### src/mipsPkg.sv
`default_nettype none

package mipsPkg;

    localparam int dataWidth    = 32;
    localparam int regAddrWidth = 5;

    // primary opcodes
    localparam logic [5:0] opSpecial = 6'h00;
    localparam logic [5:0] opJ       = 6'h02;
    localparam logic [5:0] opJal     = 6'h03;
    localparam logic [5:0] opBeq     = 6'h04;
    localparam logic [5:0] opBne     = 6'h05;
    localparam logic [5:0] opAddiu   = 6'h09;
    localparam logic [5:0] opSlti    = 6'h0a;
    localparam logic [5:0] opAndi    = 6'h0c;
    localparam logic [5:0] opOri     = 6'h0d;
    localparam logic [5:0] opXori    = 6'h0e;
    localparam logic [5:0] opLui     = 6'h0f;
    localparam logic [5:0] opLb      = 6'h20;
    localparam logic [5:0] opLw      = 6'h23;
    localparam logic [5:0] opLbu     = 6'h24;
    localparam logic [5:0] opSb      = 6'h28;
    localparam logic [5:0] opSw      = 6'h2b;

    // special function field
    localparam logic [5:0] fnSll  = 6'h00;
    localparam logic [5:0] fnSrl  = 6'h02;
    localparam logic [5:0] fnSra  = 6'h03;
    localparam logic [5:0] fnJr   = 6'h08;
    localparam logic [5:0] fnAddu = 6'h21;
    localparam logic [5:0] fnSubu = 6'h23;
    localparam logic [5:0] fnAnd  = 6'h24;
    localparam logic [5:0] fnOr   = 6'h25;
    localparam logic [5:0] fnXor  = 6'h26;
    localparam logic [5:0] fnNor  = 6'h27;
    localparam logic [5:0] fnSlt  = 6'h2a;
    localparam logic [5:0] fnSltu = 6'h2b;

    localparam logic [3:0] aluAdd  = 4'd0;
    localparam logic [3:0] aluSub  = 4'd1;
    localparam logic [3:0] aluAnd  = 4'd2;
    localparam logic [3:0] aluOr   = 4'd3;
    localparam logic [3:0] aluXor  = 4'd4;
    localparam logic [3:0] aluNor  = 4'd5;
    localparam logic [3:0] aluSlt  = 4'd6;
    localparam logic [3:0] aluSltu = 4'd7;
    localparam logic [3:0] aluSll  = 4'd8;
    localparam logic [3:0] aluSrl  = 4'd9;
    localparam logic [3:0] aluSra  = 4'd10;
    localparam logic [3:0] aluLui  = 4'd11;

    // decode control word, bit positions (regDst is two bits wide)
    localparam int ctrlWidth     = 10;
    localparam int ctrlRegWrite  = 0;
    localparam int ctrlRegDst    = 1;  // 0 rt, 1 rd, 2 r31
    localparam int ctrlAluSrcPc  = 3;
    localparam int ctrlAluSrcImm = 4;
    localparam int ctrlMemToReg  = 5;
    localparam int ctrlBranch    = 6;
    localparam int ctrlJump      = 7;
    localparam int ctrlZeroExt   = 8;
    localparam int ctrlMemRead   = 9;

    // hazard word, forward fields are two bits wide
    localparam int hazWidth     = 9;
    localparam int hazForwardA  = 0;
    localparam int hazForwardB  = 2;
    localparam int hazStallF    = 4;
    localparam int hazStallD    = 5;
    localparam int hazFlushE    = 6;
    localparam int hazForwardAD = 7;
    localparam int hazForwardBD = 8;

    localparam logic [1:0] fwdNone = 2'd0;
    localparam logic [1:0] fwdWb   = 2'd1;
    localparam logic [1:0] fwdMem  = 2'd2;

    localparam logic [1:0] pcPlus4  = 2'd0;
    localparam logic [1:0] pcBranch = 2'd1;
    localparam logic [1:0] pcJump   = 2'd2;
    localparam logic [1:0] pcReg    = 2'd3;

endpackage

`default_nettype wire

### src/alu.sv
`timescale 1ns/100ps
`default_nettype none

module alu (
    input  logic [mipsPkg::dataWidth-1:0] a,
    input  logic [mipsPkg::dataWidth-1:0] b,
    input  logic [4:0]                    shamt,
    input  logic [3:0]                    aluControl,
    output logic [mipsPkg::dataWidth-1:0] result
);

    localparam int zeroPad = mipsPkg::dataWidth - 1;

    always_comb begin
        case (aluControl)
            mipsPkg::aluAdd:  result = a + b;
            mipsPkg::aluSub:  result = a - b;
            mipsPkg::aluAnd:  result = a & b;
            mipsPkg::aluOr:   result = a | b;
            mipsPkg::aluXor:  result = a ^ b;
            mipsPkg::aluNor:  result = ~(a | b);
            mipsPkg::aluSlt:  result = {{zeroPad{1'b0}}, $signed(a) < $signed(b)};
            mipsPkg::aluSltu: result = {{zeroPad{1'b0}}, a < b};
            // shifts act on rt
            mipsPkg::aluSll:  result = b << shamt;
            mipsPkg::aluSrl:  result = b >> shamt;
            mipsPkg::aluSra:  result = $signed(b) >>> shamt;
            mipsPkg::aluLui:  result = {b[15:0], 16'h0000};
            default:          result = '0;
        endcase
    end

endmodule

`default_nettype wire

### src/branchUnit.sv
`timescale 1ns/100ps
`default_nettype none

module branchUnit (
    input  logic [5:0]                    opcode,
    input  logic [5:0]                    funct,
    input  logic                          jumpD,
    input  logic [mipsPkg::dataWidth-1:0] a,
    input  logic [mipsPkg::dataWidth-1:0] b,
    output logic [1:0]                    pcSrc
);

    always_comb begin
        pcSrc = mipsPkg::pcPlus4;
        if (jumpD)
            pcSrc = (opcode == mipsPkg::opSpecial && funct == mipsPkg::fnJr) ?
                    mipsPkg::pcReg : mipsPkg::pcJump;
        else if (opcode == mipsPkg::opBeq && a == b)
            pcSrc = mipsPkg::pcBranch;
        else if (opcode == mipsPkg::opBne && a != b)
            pcSrc = mipsPkg::pcBranch;
    end

endmodule

`default_nettype wire

### src/hazardUnit.sv
`timescale 1ns/100ps
`default_nettype none

module hazardUnit (
    input  logic [mipsPkg::regAddrWidth-1:0] rsD, rtD, rsE, rtE,
    input  logic [mipsPkg::regAddrWidth-1:0] writeRegE, writeRegM, writeRegW,
    input  logic                             regWriteE, regWriteM, regWriteW,
    input  logic                             memToRegE, memToRegM,
    input  logic                             branchD,
    output logic [mipsPkg::hazWidth-1:0]     hazardControl
);

    logic loadStall;
    logic branchStall;
    logic stall;

    // nonzero source produced by a writing stage
    function automatic logic hit(input logic [4:0] src, input logic [4:0] dst,
                                 input logic en);
        return en && (src != 5'd0) && (src == dst);
    endfunction

    assign loadStall = hit(rsD, writeRegE, memToRegE) || hit(rtD, writeRegE, memToRegE);

    // decode compare needs the operand now, memory result only after the load leaves
    assign branchStall = branchD && (hit(rsD, writeRegE, regWriteE) ||
                                     hit(rtD, writeRegE, regWriteE) ||
                                     hit(rsD, writeRegM, memToRegM) ||
                                     hit(rtD, writeRegM, memToRegM));
    assign stall = loadStall || branchStall;

    always_comb begin
        hazardControl = '0;
        if (hit(rsE, writeRegM, regWriteM))
            hazardControl[mipsPkg::hazForwardA +: 2] = mipsPkg::fwdMem;
        else if (hit(rsE, writeRegW, regWriteW))
            hazardControl[mipsPkg::hazForwardA +: 2] = mipsPkg::fwdWb;
        if (hit(rtE, writeRegM, regWriteM))
            hazardControl[mipsPkg::hazForwardB +: 2] = mipsPkg::fwdMem;
        else if (hit(rtE, writeRegW, regWriteW))
            hazardControl[mipsPkg::hazForwardB +: 2] = mipsPkg::fwdWb;
        hazardControl[mipsPkg::hazForwardAD] = hit(rsD, writeRegM, regWriteM);
        hazardControl[mipsPkg::hazForwardBD] = hit(rtD, writeRegM, regWriteM);
        hazardControl[mipsPkg::hazStallF]    = stall;
        hazardControl[mipsPkg::hazStallD]    = stall;
        hazardControl[mipsPkg::hazFlushE]    = stall;  // bubble into execute
    end

endmodule

`default_nettype wire

### src/mainDecoder.sv
`timescale 1ns/100ps
`default_nettype none

module mainDecoder (
    input  logic [mipsPkg::dataWidth-1:0] instr,
    output logic [mipsPkg::ctrlWidth-1:0] mainControl,
    output logic [3:0]                    aluControl
);

    logic [5:0] opcode;
    logic [5:0] funct;

    assign opcode = instr[31:26];
    assign funct  = instr[5:0];

    always_comb begin
        mainControl = '0;
        aluControl  = mipsPkg::aluAdd;
        case (opcode)
            mipsPkg::opSpecial: begin
                mainControl[mipsPkg::ctrlRegWrite]      = 1'b1;
                mainControl[mipsPkg::ctrlRegDst +: 2]   = 2'd1;  // rd
                case (funct)
                    mipsPkg::fnAddu: aluControl = mipsPkg::aluAdd;
                    mipsPkg::fnSubu: aluControl = mipsPkg::aluSub;
                    mipsPkg::fnAnd:  aluControl = mipsPkg::aluAnd;
                    mipsPkg::fnOr:   aluControl = mipsPkg::aluOr;
                    mipsPkg::fnXor:  aluControl = mipsPkg::aluXor;
                    mipsPkg::fnNor:  aluControl = mipsPkg::aluNor;
                    mipsPkg::fnSlt:  aluControl = mipsPkg::aluSlt;
                    mipsPkg::fnSltu: aluControl = mipsPkg::aluSltu;
                    mipsPkg::fnSll:  aluControl = mipsPkg::aluSll;
                    mipsPkg::fnSrl:  aluControl = mipsPkg::aluSrl;
                    mipsPkg::fnSra:  aluControl = mipsPkg::aluSra;
                    mipsPkg::fnJr: begin
                        mainControl = '0;
                        mainControl[mipsPkg::ctrlJump] = 1'b1;
                    end
                    default: mainControl = '0;
                endcase
            end
            mipsPkg::opAddiu, mipsPkg::opSlti, mipsPkg::opAndi, mipsPkg::opOri,
            mipsPkg::opXori, mipsPkg::opLui: begin
                mainControl[mipsPkg::ctrlRegWrite]  = 1'b1;
                mainControl[mipsPkg::ctrlAluSrcImm] = 1'b1;
                mainControl[mipsPkg::ctrlZeroExt]   = opcode inside {mipsPkg::opAndi,
                    mipsPkg::opOri, mipsPkg::opXori, mipsPkg::opLui};
                case (opcode)
                    mipsPkg::opSlti: aluControl = mipsPkg::aluSlt;
                    mipsPkg::opAndi: aluControl = mipsPkg::aluAnd;
                    mipsPkg::opOri:  aluControl = mipsPkg::aluOr;
                    mipsPkg::opXori: aluControl = mipsPkg::aluXor;
                    mipsPkg::opLui:  aluControl = mipsPkg::aluLui;
                    default:         aluControl = mipsPkg::aluAdd;
                endcase
            end
            mipsPkg::opLw, mipsPkg::opLb, mipsPkg::opLbu: begin
                mainControl[mipsPkg::ctrlRegWrite]  = 1'b1;
                mainControl[mipsPkg::ctrlAluSrcImm] = 1'b1;
                mainControl[mipsPkg::ctrlMemToReg]  = 1'b1;
                mainControl[mipsPkg::ctrlMemRead]   = 1'b1;
            end
            mipsPkg::opSw, mipsPkg::opSb: mainControl[mipsPkg::ctrlAluSrcImm] = 1'b1;
            mipsPkg::opBeq, mipsPkg::opBne: mainControl[mipsPkg::ctrlBranch] = 1'b1;
            mipsPkg::opJ: mainControl[mipsPkg::ctrlJump] = 1'b1;
            mipsPkg::opJal: begin
                mainControl[mipsPkg::ctrlJump]        = 1'b1;
                mainControl[mipsPkg::ctrlRegWrite]    = 1'b1;
                mainControl[mipsPkg::ctrlRegDst +: 2] = 2'd2;  // link into r31
                mainControl[mipsPkg::ctrlAluSrcPc]    = 1'b1;
            end
            default: mainControl = '0;
        endcase
    end

endmodule

`default_nettype wire

### src/memAlign.sv
`timescale 1ns/100ps
`default_nettype none

module memAlign (
    input  logic                          clk,
    input  logic [5:0]                    opcode,
    input  logic [mipsPkg::dataWidth-1:0] addr,
    input  logic [mipsPkg::dataWidth-1:0] writeData,
    input  logic [mipsPkg::dataWidth-1:0] readData,
    output logic                          memEn,
    output logic [3:0]                    byteEn,
    output logic [mipsPkg::dataWidth-1:0] alignedAddr,
    output logic [mipsPkg::dataWidth-1:0] alignedWriteData,
    output logic [mipsPkg::dataWidth-1:0] loadData
);

    logic [7:0] lane;

    assign alignedAddr = {addr[31:2], 2'b00};
    assign lane        = readData[{addr[1:0], 3'b000} +: 8];  // lane 0 is bits 7:0

    always_comb begin
        memEn            = 1'b0;
        byteEn           = 4'b0000;
        alignedWriteData = writeData;
        loadData         = readData;
        case (opcode)
            mipsPkg::opLw: memEn = 1'b1;
            mipsPkg::opLb: begin
                memEn    = 1'b1;
                loadData = {{24{lane[7]}}, lane};
            end
            mipsPkg::opLbu: begin
                memEn    = 1'b1;
                loadData = {24'h000000, lane};
            end
            mipsPkg::opSw: begin
                memEn  = 1'b1;
                byteEn = 4'b1111;
            end
            mipsPkg::opSb: begin
                memEn            = 1'b1;
                byteEn           = 4'b0001 << addr[1:0];
                alignedWriteData = {4{writeData[7:0]}};
            end
            default: ;
        endcase
    end

    assert property (@(posedge clk) (byteEn != 4'b0000) |-> memEn);

endmodule

`default_nettype wire

### src/mipsCore.sv
`timescale 1ns/100ps
`default_nettype none

module mipsCore (
    input  logic        clk,
    input  logic        rstN,
    output logic [31:0] pc,
    output logic        instrEn,
    input  logic [31:0] instr,
    output logic [31:0] memAddr,
    output logic [31:0] memWriteData,
    output logic        memEn,
    output logic [3:0]  memByteEn,
    input  logic [31:0] memReadData
);

    logic [mipsPkg::ctrlWidth-1:0] mainControl;
    logic [3:0]                    aluControl;
    logic [mipsPkg::hazWidth-1:0]  hazardControl;
    logic [31:0]                   instrD;
    logic [4:0] rsD, rtD, rsE, rtE, writeRegE, writeRegM, writeRegW;
    logic regWriteE, regWriteM, regWriteW, memToRegE, memToRegM, branchD;

    mainDecoder decoder (.instr(instrD), .mainControl(mainControl), .aluControl(aluControl));

    hazardUnit hazard (
        .rsD(rsD), .rtD(rtD), .rsE(rsE), .rtE(rtE),
        .writeRegE(writeRegE), .writeRegM(writeRegM), .writeRegW(writeRegW),
        .regWriteE(regWriteE), .regWriteM(regWriteM), .regWriteW(regWriteW),
        .memToRegE(memToRegE), .memToRegM(memToRegM), .branchD(branchD),
        .hazardControl(hazardControl)
    );

    mipsDatapath datapath (
        .clk(clk), .rstN(rstN),
        .mainControl(mainControl), .aluControl(aluControl), .hazardControl(hazardControl),
        .instr(instr), .memReadData(memReadData),
        .rsD(rsD), .rtD(rtD), .rsE(rsE), .rtE(rtE),
        .writeRegE(writeRegE), .writeRegM(writeRegM), .writeRegW(writeRegW),
        .regWriteE(regWriteE), .regWriteM(regWriteM), .regWriteW(regWriteW),
        .memToRegE(memToRegE), .memToRegM(memToRegM), .branchD(branchD),
        .instrD(instrD), .pc(pc), .instrEn(instrEn),
        .memAddr(memAddr), .memWriteData(memWriteData), .memEn(memEn), .memByteEn(memByteEn)
    );

endmodule

`default_nettype wire

### src/mipsDatapath.sv
`timescale 1ns/100ps
`default_nettype none

module mipsDatapath (
    input  logic                             clk,
    input  logic                             rstN,
    input  logic [mipsPkg::ctrlWidth-1:0]    mainControl,
    input  logic [3:0]                       aluControl,
    input  logic [mipsPkg::hazWidth-1:0]     hazardControl,
    input  logic [mipsPkg::dataWidth-1:0]    instr,
    input  logic [mipsPkg::dataWidth-1:0]    memReadData,
    output logic [mipsPkg::regAddrWidth-1:0] rsD, rtD, rsE, rtE,
    output logic [mipsPkg::regAddrWidth-1:0] writeRegE, writeRegM, writeRegW,
    output logic                             regWriteE, regWriteM, regWriteW,
    output logic                             memToRegE, memToRegM,
    output logic                             branchD,
    output logic [mipsPkg::dataWidth-1:0]    instrD,
    output logic [mipsPkg::dataWidth-1:0]    pc,
    output logic                             instrEn,
    output logic [mipsPkg::dataWidth-1:0]    memAddr,
    output logic [mipsPkg::dataWidth-1:0]    memWriteData,
    output logic                             memEn,
    output logic [3:0]                       memByteEn
);

    logic stallF, stallD, flushE, forwardAD, forwardBD, flushD;
    logic [1:0] forwardAE, forwardBE, pcSrcD;
    logic [mipsPkg::ctrlWidth-1:0] ctrlE, ctrlM, ctrlW;
    logic [3:0] aluOpE;
    logic [5:0] opcodeE, opcodeM;
    logic [4:0] rdE, shamtE;
    logic [31:0] pcNext, pcPlus4F, pcPlus4D, pcPlus4E, pcBranchD, pcJumpD;
    logic [31:0] immD, immE, rd1D, rd2D, rd1E, rd2E, cmpAD, cmpBD;
    logic [31:0] fwdAE, fwdBE, srcAE, srcBE, aluOutE;
    logic [31:0] aluOutM, writeDataM, loadDataM, aluOutW, readDataW, resultW;

    assign forwardAE = hazardControl[mipsPkg::hazForwardA +: 2];
    assign forwardBE = hazardControl[mipsPkg::hazForwardB +: 2];
    assign stallF    = hazardControl[mipsPkg::hazStallF];
    assign stallD    = hazardControl[mipsPkg::hazStallD];
    assign flushE    = hazardControl[mipsPkg::hazFlushE];
    assign forwardAD = hazardControl[mipsPkg::hazForwardAD];
    assign forwardBD = hazardControl[mipsPkg::hazForwardBD];

    // fetch
    assign pcPlus4F = pc + 32'd4;
    assign instrEn  = ~stallD;
    always_comb begin
        case (pcSrcD)
            mipsPkg::pcBranch: pcNext = pcBranchD;
            mipsPkg::pcJump:   pcNext = pcJumpD;
            mipsPkg::pcReg:    pcNext = cmpAD;
            default:           pcNext = pcPlus4F;
        endcase
    end

    always_ff @(posedge clk) begin
        if (!rstN)
            pc <= '0;
        else if (!stallF)
            pc <= pcNext;
    end

    // a taken redirect squashes the word now in fetch
    assign flushD = (pcSrcD != mipsPkg::pcPlus4);
    always_ff @(posedge clk) begin
        if (!rstN)
            instrD <= '0;
        else if (!stallD)
            instrD <= flushD ? '0 : instr;
    end

    always_ff @(posedge clk) begin
        if (!stallD)
            pcPlus4D <= pcPlus4F;
    end

    // decode
    assign rsD     = instrD[25:21];
    assign rtD     = instrD[20:16];
    assign branchD = mainControl[mipsPkg::ctrlBranch] |
                     (mainControl[mipsPkg::ctrlJump] & (instrD[31:26] == mipsPkg::opSpecial));
    assign immD = mainControl[mipsPkg::ctrlZeroExt] ? {16'h0000, instrD[15:0]} :
                  {{16{instrD[15]}}, instrD[15:0]};
    assign pcBranchD = pcPlus4D + {immD[29:0], 2'b00};
    assign pcJumpD   = {pcPlus4D[31:28], instrD[25:0], 2'b00};
    assign cmpAD     = forwardAD ? aluOutM : rd1D;
    assign cmpBD     = forwardBD ? aluOutM : rd2D;

    regFile regs (
        .clk(clk), .writeEn(ctrlW[mipsPkg::ctrlRegWrite]),
        .readAddr1(rsD), .readAddr2(rtD), .writeAddr(writeRegW), .writeData(resultW),
        .readData1(rd1D), .readData2(rd2D)
    );

    branchUnit branch (
        .opcode(instrD[31:26]), .funct(instrD[5:0]), .jumpD(mainControl[mipsPkg::ctrlJump]),
        .a(cmpAD), .b(cmpBD), .pcSrc(pcSrcD)
    );

    // decode/execute
    always_ff @(posedge clk) begin
        if (!rstN || flushE) begin
            ctrlE   <= '0;
            opcodeE <= '0;
        end else begin
            ctrlE   <= mainControl;
            opcodeE <= instrD[31:26];
        end
    end

    always_ff @(posedge clk) begin
        aluOpE   <= aluControl;
        rd1E     <= rd1D;
        rd2E     <= rd2D;
        rsE      <= rsD;
        rtE      <= rtD;
        rdE      <= instrD[15:11];
        shamtE   <= instrD[10:6];
        immE     <= immD;
        pcPlus4E <= pcPlus4D;
    end

    // execute
    always_comb begin
        case (forwardAE)
            mipsPkg::fwdMem: fwdAE = aluOutM;
            mipsPkg::fwdWb:  fwdAE = resultW;
            default:         fwdAE = rd1E;
        endcase
        case (forwardBE)
            mipsPkg::fwdMem: fwdBE = aluOutM;
            mipsPkg::fwdWb:  fwdBE = resultW;
            default:         fwdBE = rd2E;
        endcase
        case (ctrlE[mipsPkg::ctrlRegDst +: 2])
            2'd1:    writeRegE = rdE;
            2'd2:    writeRegE = 5'd31;
            default: writeRegE = rtE;
        endcase
    end

    // link address is pc+4 plus zero
    assign srcAE = ctrlE[mipsPkg::ctrlAluSrcPc] ? pcPlus4E : fwdAE;
    assign srcBE = ctrlE[mipsPkg::ctrlAluSrcPc] ? '0 :
                   ctrlE[mipsPkg::ctrlAluSrcImm] ? immE : fwdBE;

    alu execAlu (.a(srcAE), .b(srcBE), .shamt(shamtE), .aluControl(aluOpE), .result(aluOutE));

    // execute/memory
    always_ff @(posedge clk) begin
        if (!rstN) begin
            ctrlM   <= '0;
            opcodeM <= '0;
        end else begin
            ctrlM   <= ctrlE;
            opcodeM <= opcodeE;
        end
    end

    always_ff @(posedge clk) begin
        aluOutM    <= aluOutE;
        writeDataM <= fwdBE;
        writeRegM  <= writeRegE;
    end

    memAlign align (
        .clk(clk), .opcode(opcodeM), .addr(aluOutM), .writeData(writeDataM),
        .readData(memReadData), .memEn(memEn), .byteEn(memByteEn), .alignedAddr(memAddr),
        .alignedWriteData(memWriteData), .loadData(loadDataM)
    );

    // memory/writeback
    always_ff @(posedge clk) begin
        if (!rstN)
            ctrlW <= '0;
        else
            ctrlW <= ctrlM;
    end

    always_ff @(posedge clk) begin
        aluOutW   <= aluOutM;
        readDataW <= loadDataM;
        writeRegW <= writeRegM;
    end

    assign resultW = ctrlW[mipsPkg::ctrlMemToReg] ? readDataW : aluOutW;

    assign regWriteE = ctrlE[mipsPkg::ctrlRegWrite];
    assign regWriteM = ctrlM[mipsPkg::ctrlRegWrite];
    assign regWriteW = ctrlW[mipsPkg::ctrlRegWrite];
    assign memToRegE = ctrlE[mipsPkg::ctrlMemRead];  // load in flight
    assign memToRegM = ctrlM[mipsPkg::ctrlMemRead];

    // held decode must not also issue into execute
    assert property (@(posedge clk) disable iff (!rstN) stallD |-> (stallF && flushE));

endmodule

`default_nettype wire

### src/regFile.sv
`timescale 1ns/100ps
`default_nettype none

module regFile (
    input  logic                             clk,
    input  logic                             writeEn,
    input  logic [mipsPkg::regAddrWidth-1:0] readAddr1, readAddr2, writeAddr,
    input  logic [mipsPkg::dataWidth-1:0]    writeData,
    output logic [mipsPkg::dataWidth-1:0]    readData1, readData2
);

    logic [mipsPkg::dataWidth-1:0] regs [32];

    always_ff @(posedge clk) begin
        if (writeEn)
            regs[writeAddr] <= writeData;
    end

    // write-through so writeback and decode can share a cycle
    assign readData1 = (readAddr1 == 5'd0) ? '0 :
                       (writeEn && writeAddr == readAddr1) ? writeData : regs[readAddr1];
    assign readData2 = (readAddr2 == 5'd0) ? '0 :
                       (writeEn && writeAddr == readAddr2) ? writeData : regs[readAddr2];

    assert property (@(posedge clk) (readAddr1 == 5'd0) |-> (readData1 == '0));
    assert property (@(posedge clk) (readAddr2 == 5'd0) |-> (readData2 == '0));

endmodule

`default_nettype wire
### config.mk
export PLATFORM = sky130hd
export DESIGN_NAME = mipsCore
export DESIGN_NICKNAME = d
export VERILOG_FILES = /design/src/mipsPkg.sv /design/src/alu.sv /design/src/branchUnit.sv /design/src/hazardUnit.sv /design/src/mainDecoder.sv /design/src/memAlign.sv /design/src/mipsCore.sv /design/src/mipsDatapath.sv /design/src/regFile.sv
export SDC_FILE = /design/constraint.sdc
export NUM_CORES = 2
export LEC_CHECK = 0
export BUFFER_PORTS_ARGS = -buffer_cell sky130_fd_sc_hd__clkbuf_2
export CORE_AREA = 2 2 554 556
export DETAILED_ROUTE_END_ITERATION = 8
export DIE_AREA = 0 0 556 558
export PLACE_DENSITY_LB_ADDON = 0.12
export SKIP_LAST_GASP = 1
export SYNTH_ARGS = -nofsm -noshare
export SYNTH_HDL_FRONTEND = slang
export SYNTH_SLANG_ARGS = --single-unit
### constraint.sdc
create_clock -name clk -period 9 [get_ports clk]
set_clock_uncertainty 0.2 [all_clocks]
set_input_delay 0.9 -clock clk [delete_from_list [all_inputs] [get_ports clk]]
set_output_delay 0.9 -clock clk [all_outputs]
set_load 0.02 [all_outputs]
==> results.yml <==
status:
  outcome: "finished, violations left"
  violations: "max-capacitance violations"
sta:
  fin_worst_hold_slack_ns: 0.0652
  finalCritPeriodShare_pct: 88.4
  worstMarginPinSlew_ns: 1.45
  fmax_mhz: 126
  final.setup.tns_ns: 0
  grt_setup_unrepaired: "no"
  relSlewSlack_pct: 0.649
  hold_violations: 0
  setup_ws_ns: 1.05
  post-route-min-period_ns: 7.95
  drv_slew: 0
  setup_viol: 0
clock_network:
  clk_latency_ns: 0.89
  htreeDepth: 4
  clock-root-buffer: "clkbuf_16"
  clkTransAtPathRegs_ns: 0.06
  cts_tree: "yes"
  cts-buffers-inserted: 178
  clkSinkCount: 1417
  cts_setup_buffers: 0
  clk_path_buf_depth: 4
routing:
  post_drt_wl_per_cell_um: 35.6
  vias: 56846
  wirelength_um: 364000
  ant_nets: 0
  dr.first_iter.drc_count: 6924
  drcViolationCount: 0
  vias_per_cell: 5.55
  dr.pass1.iters: 8
layout:
  fin_cells: 10242
  syn2layout_area_growth_pct: 14.7
  drive_gt1_share_pct: 22.1
  nFillCells: 30946
  final_core_util_pct: 28.5
  fin_nets: 6299
yosys:
  ys_ff_latch: 1417
  synth-compound-area-share_pct: 13.5
  syn_area_per_cell_um2: 12.6
  synth-main-ff-cell: "edfxtp_1"
  synthAdderAreaFrac_pct: 2.26
  synth.area.mux_share_pct: 19.0
  yosysMostFrequentCell: "edfxtp_1"
  synth_area_leaders: "edfxtp_1 42%, mux4_2 14%, dfxtp_1 9.5%"
  synth-simple-area-share_pct: 8.17
  synth_top_area_share_pct: 41.9
  synth_top_family_by_area: "multiplexers"
  syn_area_um2: 75700
  yosysTopAreaCell: "edfxtp_1"
  syn_inst: 5999
  synth_warnings: 0
  ys_types: 104
  synth_edf_count: 1056
  synthXorXnorAreaFrac_pct: 1.46
  postSynth.asyncResetShare_pct: 0
  yosys-top-cells-count: "1056 x edfxtp_1, 461 x mux4_2, 458 x nand2_1"
  yosysSeqAreaShare_pct: 51.4
place:
  gp_congestion: 0.937
  dp_hpwl_um: 244000
  dp_slack_ns: 1.23
  dp.cells: 9911
  numPortBuffers: 165
worst_hold_path:
  min_path_cells: 2
  min_path_type: "in -> reg"
grt:
  grt_max_degree: 104
  grt_pass1_wl_um: 490000
  antenna_found_initial: 27
  grt_use_total_pct: 22.9
  grt_pass1_vias: 55524
  overflow: 0
run:
  maxCapViolCount: 1
die:
  initial_core_util_pct: 24.9
  die-area_um2: 310000
  core-area_um2: 305000
  die-height_um: 558
  dieWidth_um: 556
  io_pins: 168
  fp-row-count: 203
power_and_ir_drop:
  power_density_nw_per_um2: 252
  ir_drop_mv: 0.157
  power_leakage_uw: 0.0298
worst_setup_path:
  path_depth: 20
  crit_slowest_cell: "a2111oi_0"
  crit_path_max_incr_delay_ns: 0.99
  crit_fanout: 36
  cpMostUsedCell: "a21oi_1"
  reg2regPathDepth: 20
  path_cells: "mux2_2 > nor3_1 > o31ai_1 > nand2_1 > a21oi_1 > ha_1 > a21oi_1 > o21bai_1 > a2111oi_0 > nor3_1 > nor2_1 > a21oi_1 > a31oi_1 > o31a_1 > o311ai_0 > a21oi_1 > o21bai_1 > a31o_2 > a211o_1 > a221o_1"
  path_delay_family: "compound AO/OA/AOI/OAI gates"
  critPathKind: "reg -> reg"
  arrival_ns: 8.47
  crit_buf_inv: 0
  startpoint_type: "flip-flop"
  cp-end-kind: "flip-flop"
  cp.required_ns: 9.51
cells by family (layout without fill, tap and decap cells):
kind of cell,after synthesis,in the layout
AOI/OAI and AO/OA,1478,1478
and+or+nand+nor,1348,1348
xor gates and xnor gates,126,126
DFF,1417,1417
adders and majority gates,135,135
other,1,15
buffers and inverters,650,882
muxes,844,844
metal layers:
| metal | vias up | part of all wire, % | global-route usage (%) |
|---|---|---|---|
| met4 | 10 | 3.9 | 8.32 |
| met5 | - | 0.023 | 0 |
| met3 | 546 | 6.8 | 3.55 |
| met2 | 2689 | 46 | 36.6 |
| met1 | 29856 | 43 | 31.1 |
| li1 | 23745 | - | - |
cell usage in the layout (no fill, tap or decap), types with 22 or more instances in the layout:
master,instances
nand4_1,31
clkinv_1,25
clkbuf_1,42
edfxtp_1,1056
nand2_1,457
o21a_1,23
ha_1,132
a211oi_1,44
a22o_1,65
mux2_2,119
o21bai_1,22
o31ai_1,38
mux2i_1,257
xnor2_1,72
mux4_2,461
nand2b_1,32
a21oi_1,280
inv_1,157
nor2_1,340
a21o_1,65
clkinv_2,33
o22ai_1,90
nand3_1,127
nor2b_1,34
a221oi_1,53
and2_1,40
and3_1,36
clkbuf_16,180
nor2_4,34
o211ai_1,41
a31oi_1,45
nor3_1,86
a22oi_1,202
clkbuf_2,165
dfxtp_1,347
o21ai_0,235
xor2_1,54
o2111ai_1,22
buf_4,223
worst register-to-register path, stage by stage (launching register included):
cell and delay [ns]:
dfxtp_2 0.71, mux2_2 0.80, nor3_1 0.10, o31ai_1 0.75, nand2_1 0.13, a21oi_1 0.62, ha_1 0.39, a21oi_1 0.21
o21bai_1 0.19, a2111oi_0 0.99, nor3_1 0.23, nor2_1 0.18, a21oi_1 0.17, a31oi_1 0.44, o31a_1 0.24, o311ai_0 0.21
a21oi_1 0.24, o21bai_1 0.15, a31o_2 0.29, a211o_1 0.30, a221o_1 0.34
worst paths after layout:
| check | from | slack [ns] | to |
|---|---|---|---|
| setup reg to reg | datapath.ctrlW[5] | 1.05 | datapath.aluOutM[29] |
| hold / removal | memReadData[30] | 0.07 | datapath.readDataW[30] |
| setup / recovery | datapath.ctrlW[5] | 1.05 | datapath.aluOutM[29] |
| hold reg to reg | datapath.pcPlus4D[17] | 0.16 | datapath.pcPlus4E[17] |
layout make-up:
cell class / count / area [um2] / area share, %
Sequential cell: 1417 / 39000 / 44.9
Multi-Input combinational cell: 3933 / 34000 / 39.2
Timing Repair Buffer: 405 / 2800 / 3.22
Clock inverter: 78 / 576 / 0.662
Antenna cell: 13 / 32.5 / 0.0374
Inverter: 163 / 612 / 0.704
Tap cell: 3997 / 5000 / 5.76
Clock buffer: 236 / 4840 / 5.57
stage by stage:
step                      power [uW]  instance area (um2)
after floorplan                11900                75800
after global placement         15000                81400
after detailed placement       15000                81400
after CTS                      21900                86800
after global routing           22600                86800
final                          21900                86900
sequential cells by signal (all words and copies together) (netlist names), 4 cells and up, named ones only:
register and flops:
datapath.aluOpE 4, datapath.aluOutM 32, datapath.aluOutW 32, datapath.ctrlE 5
datapath.immE 10, datapath.instrD 32, datapath.opcodeE 6, datapath.opcodeM 6
datapath.pc 32, datapath.pcPlus4D 32, datapath.pcPlus4E 32, datapath.rd1E 32
datapath.rd2E 32, datapath.rdE 4, datapath.readDataW 32, datapath.regs.regs 1024
datapath.rsE 5, datapath.rtE 5, datapath.shamtE 4, datapath.writeDataM 32
datapath.writeRegM 5, datapath.writeRegW 5
repair_timing:
action,CTS,global route
hold buffers,4,0
gates resized for setup,0,0
endpoints found under the hold margin,4,0
report_power, final:
part / internal, uW / leakage, uW / switching [uW] / total (uW)
clock network: 3900 / 0.00267 / 2970 / 6870
registers: 8090 / 0.0126 / 597 / 8690
logic: 1770 / 0.0145 / 4570 / 6340
total: 13800 / 0.0298 / 8130 / 21900
No activity file was read; power rests on OpenSTA's default activity.
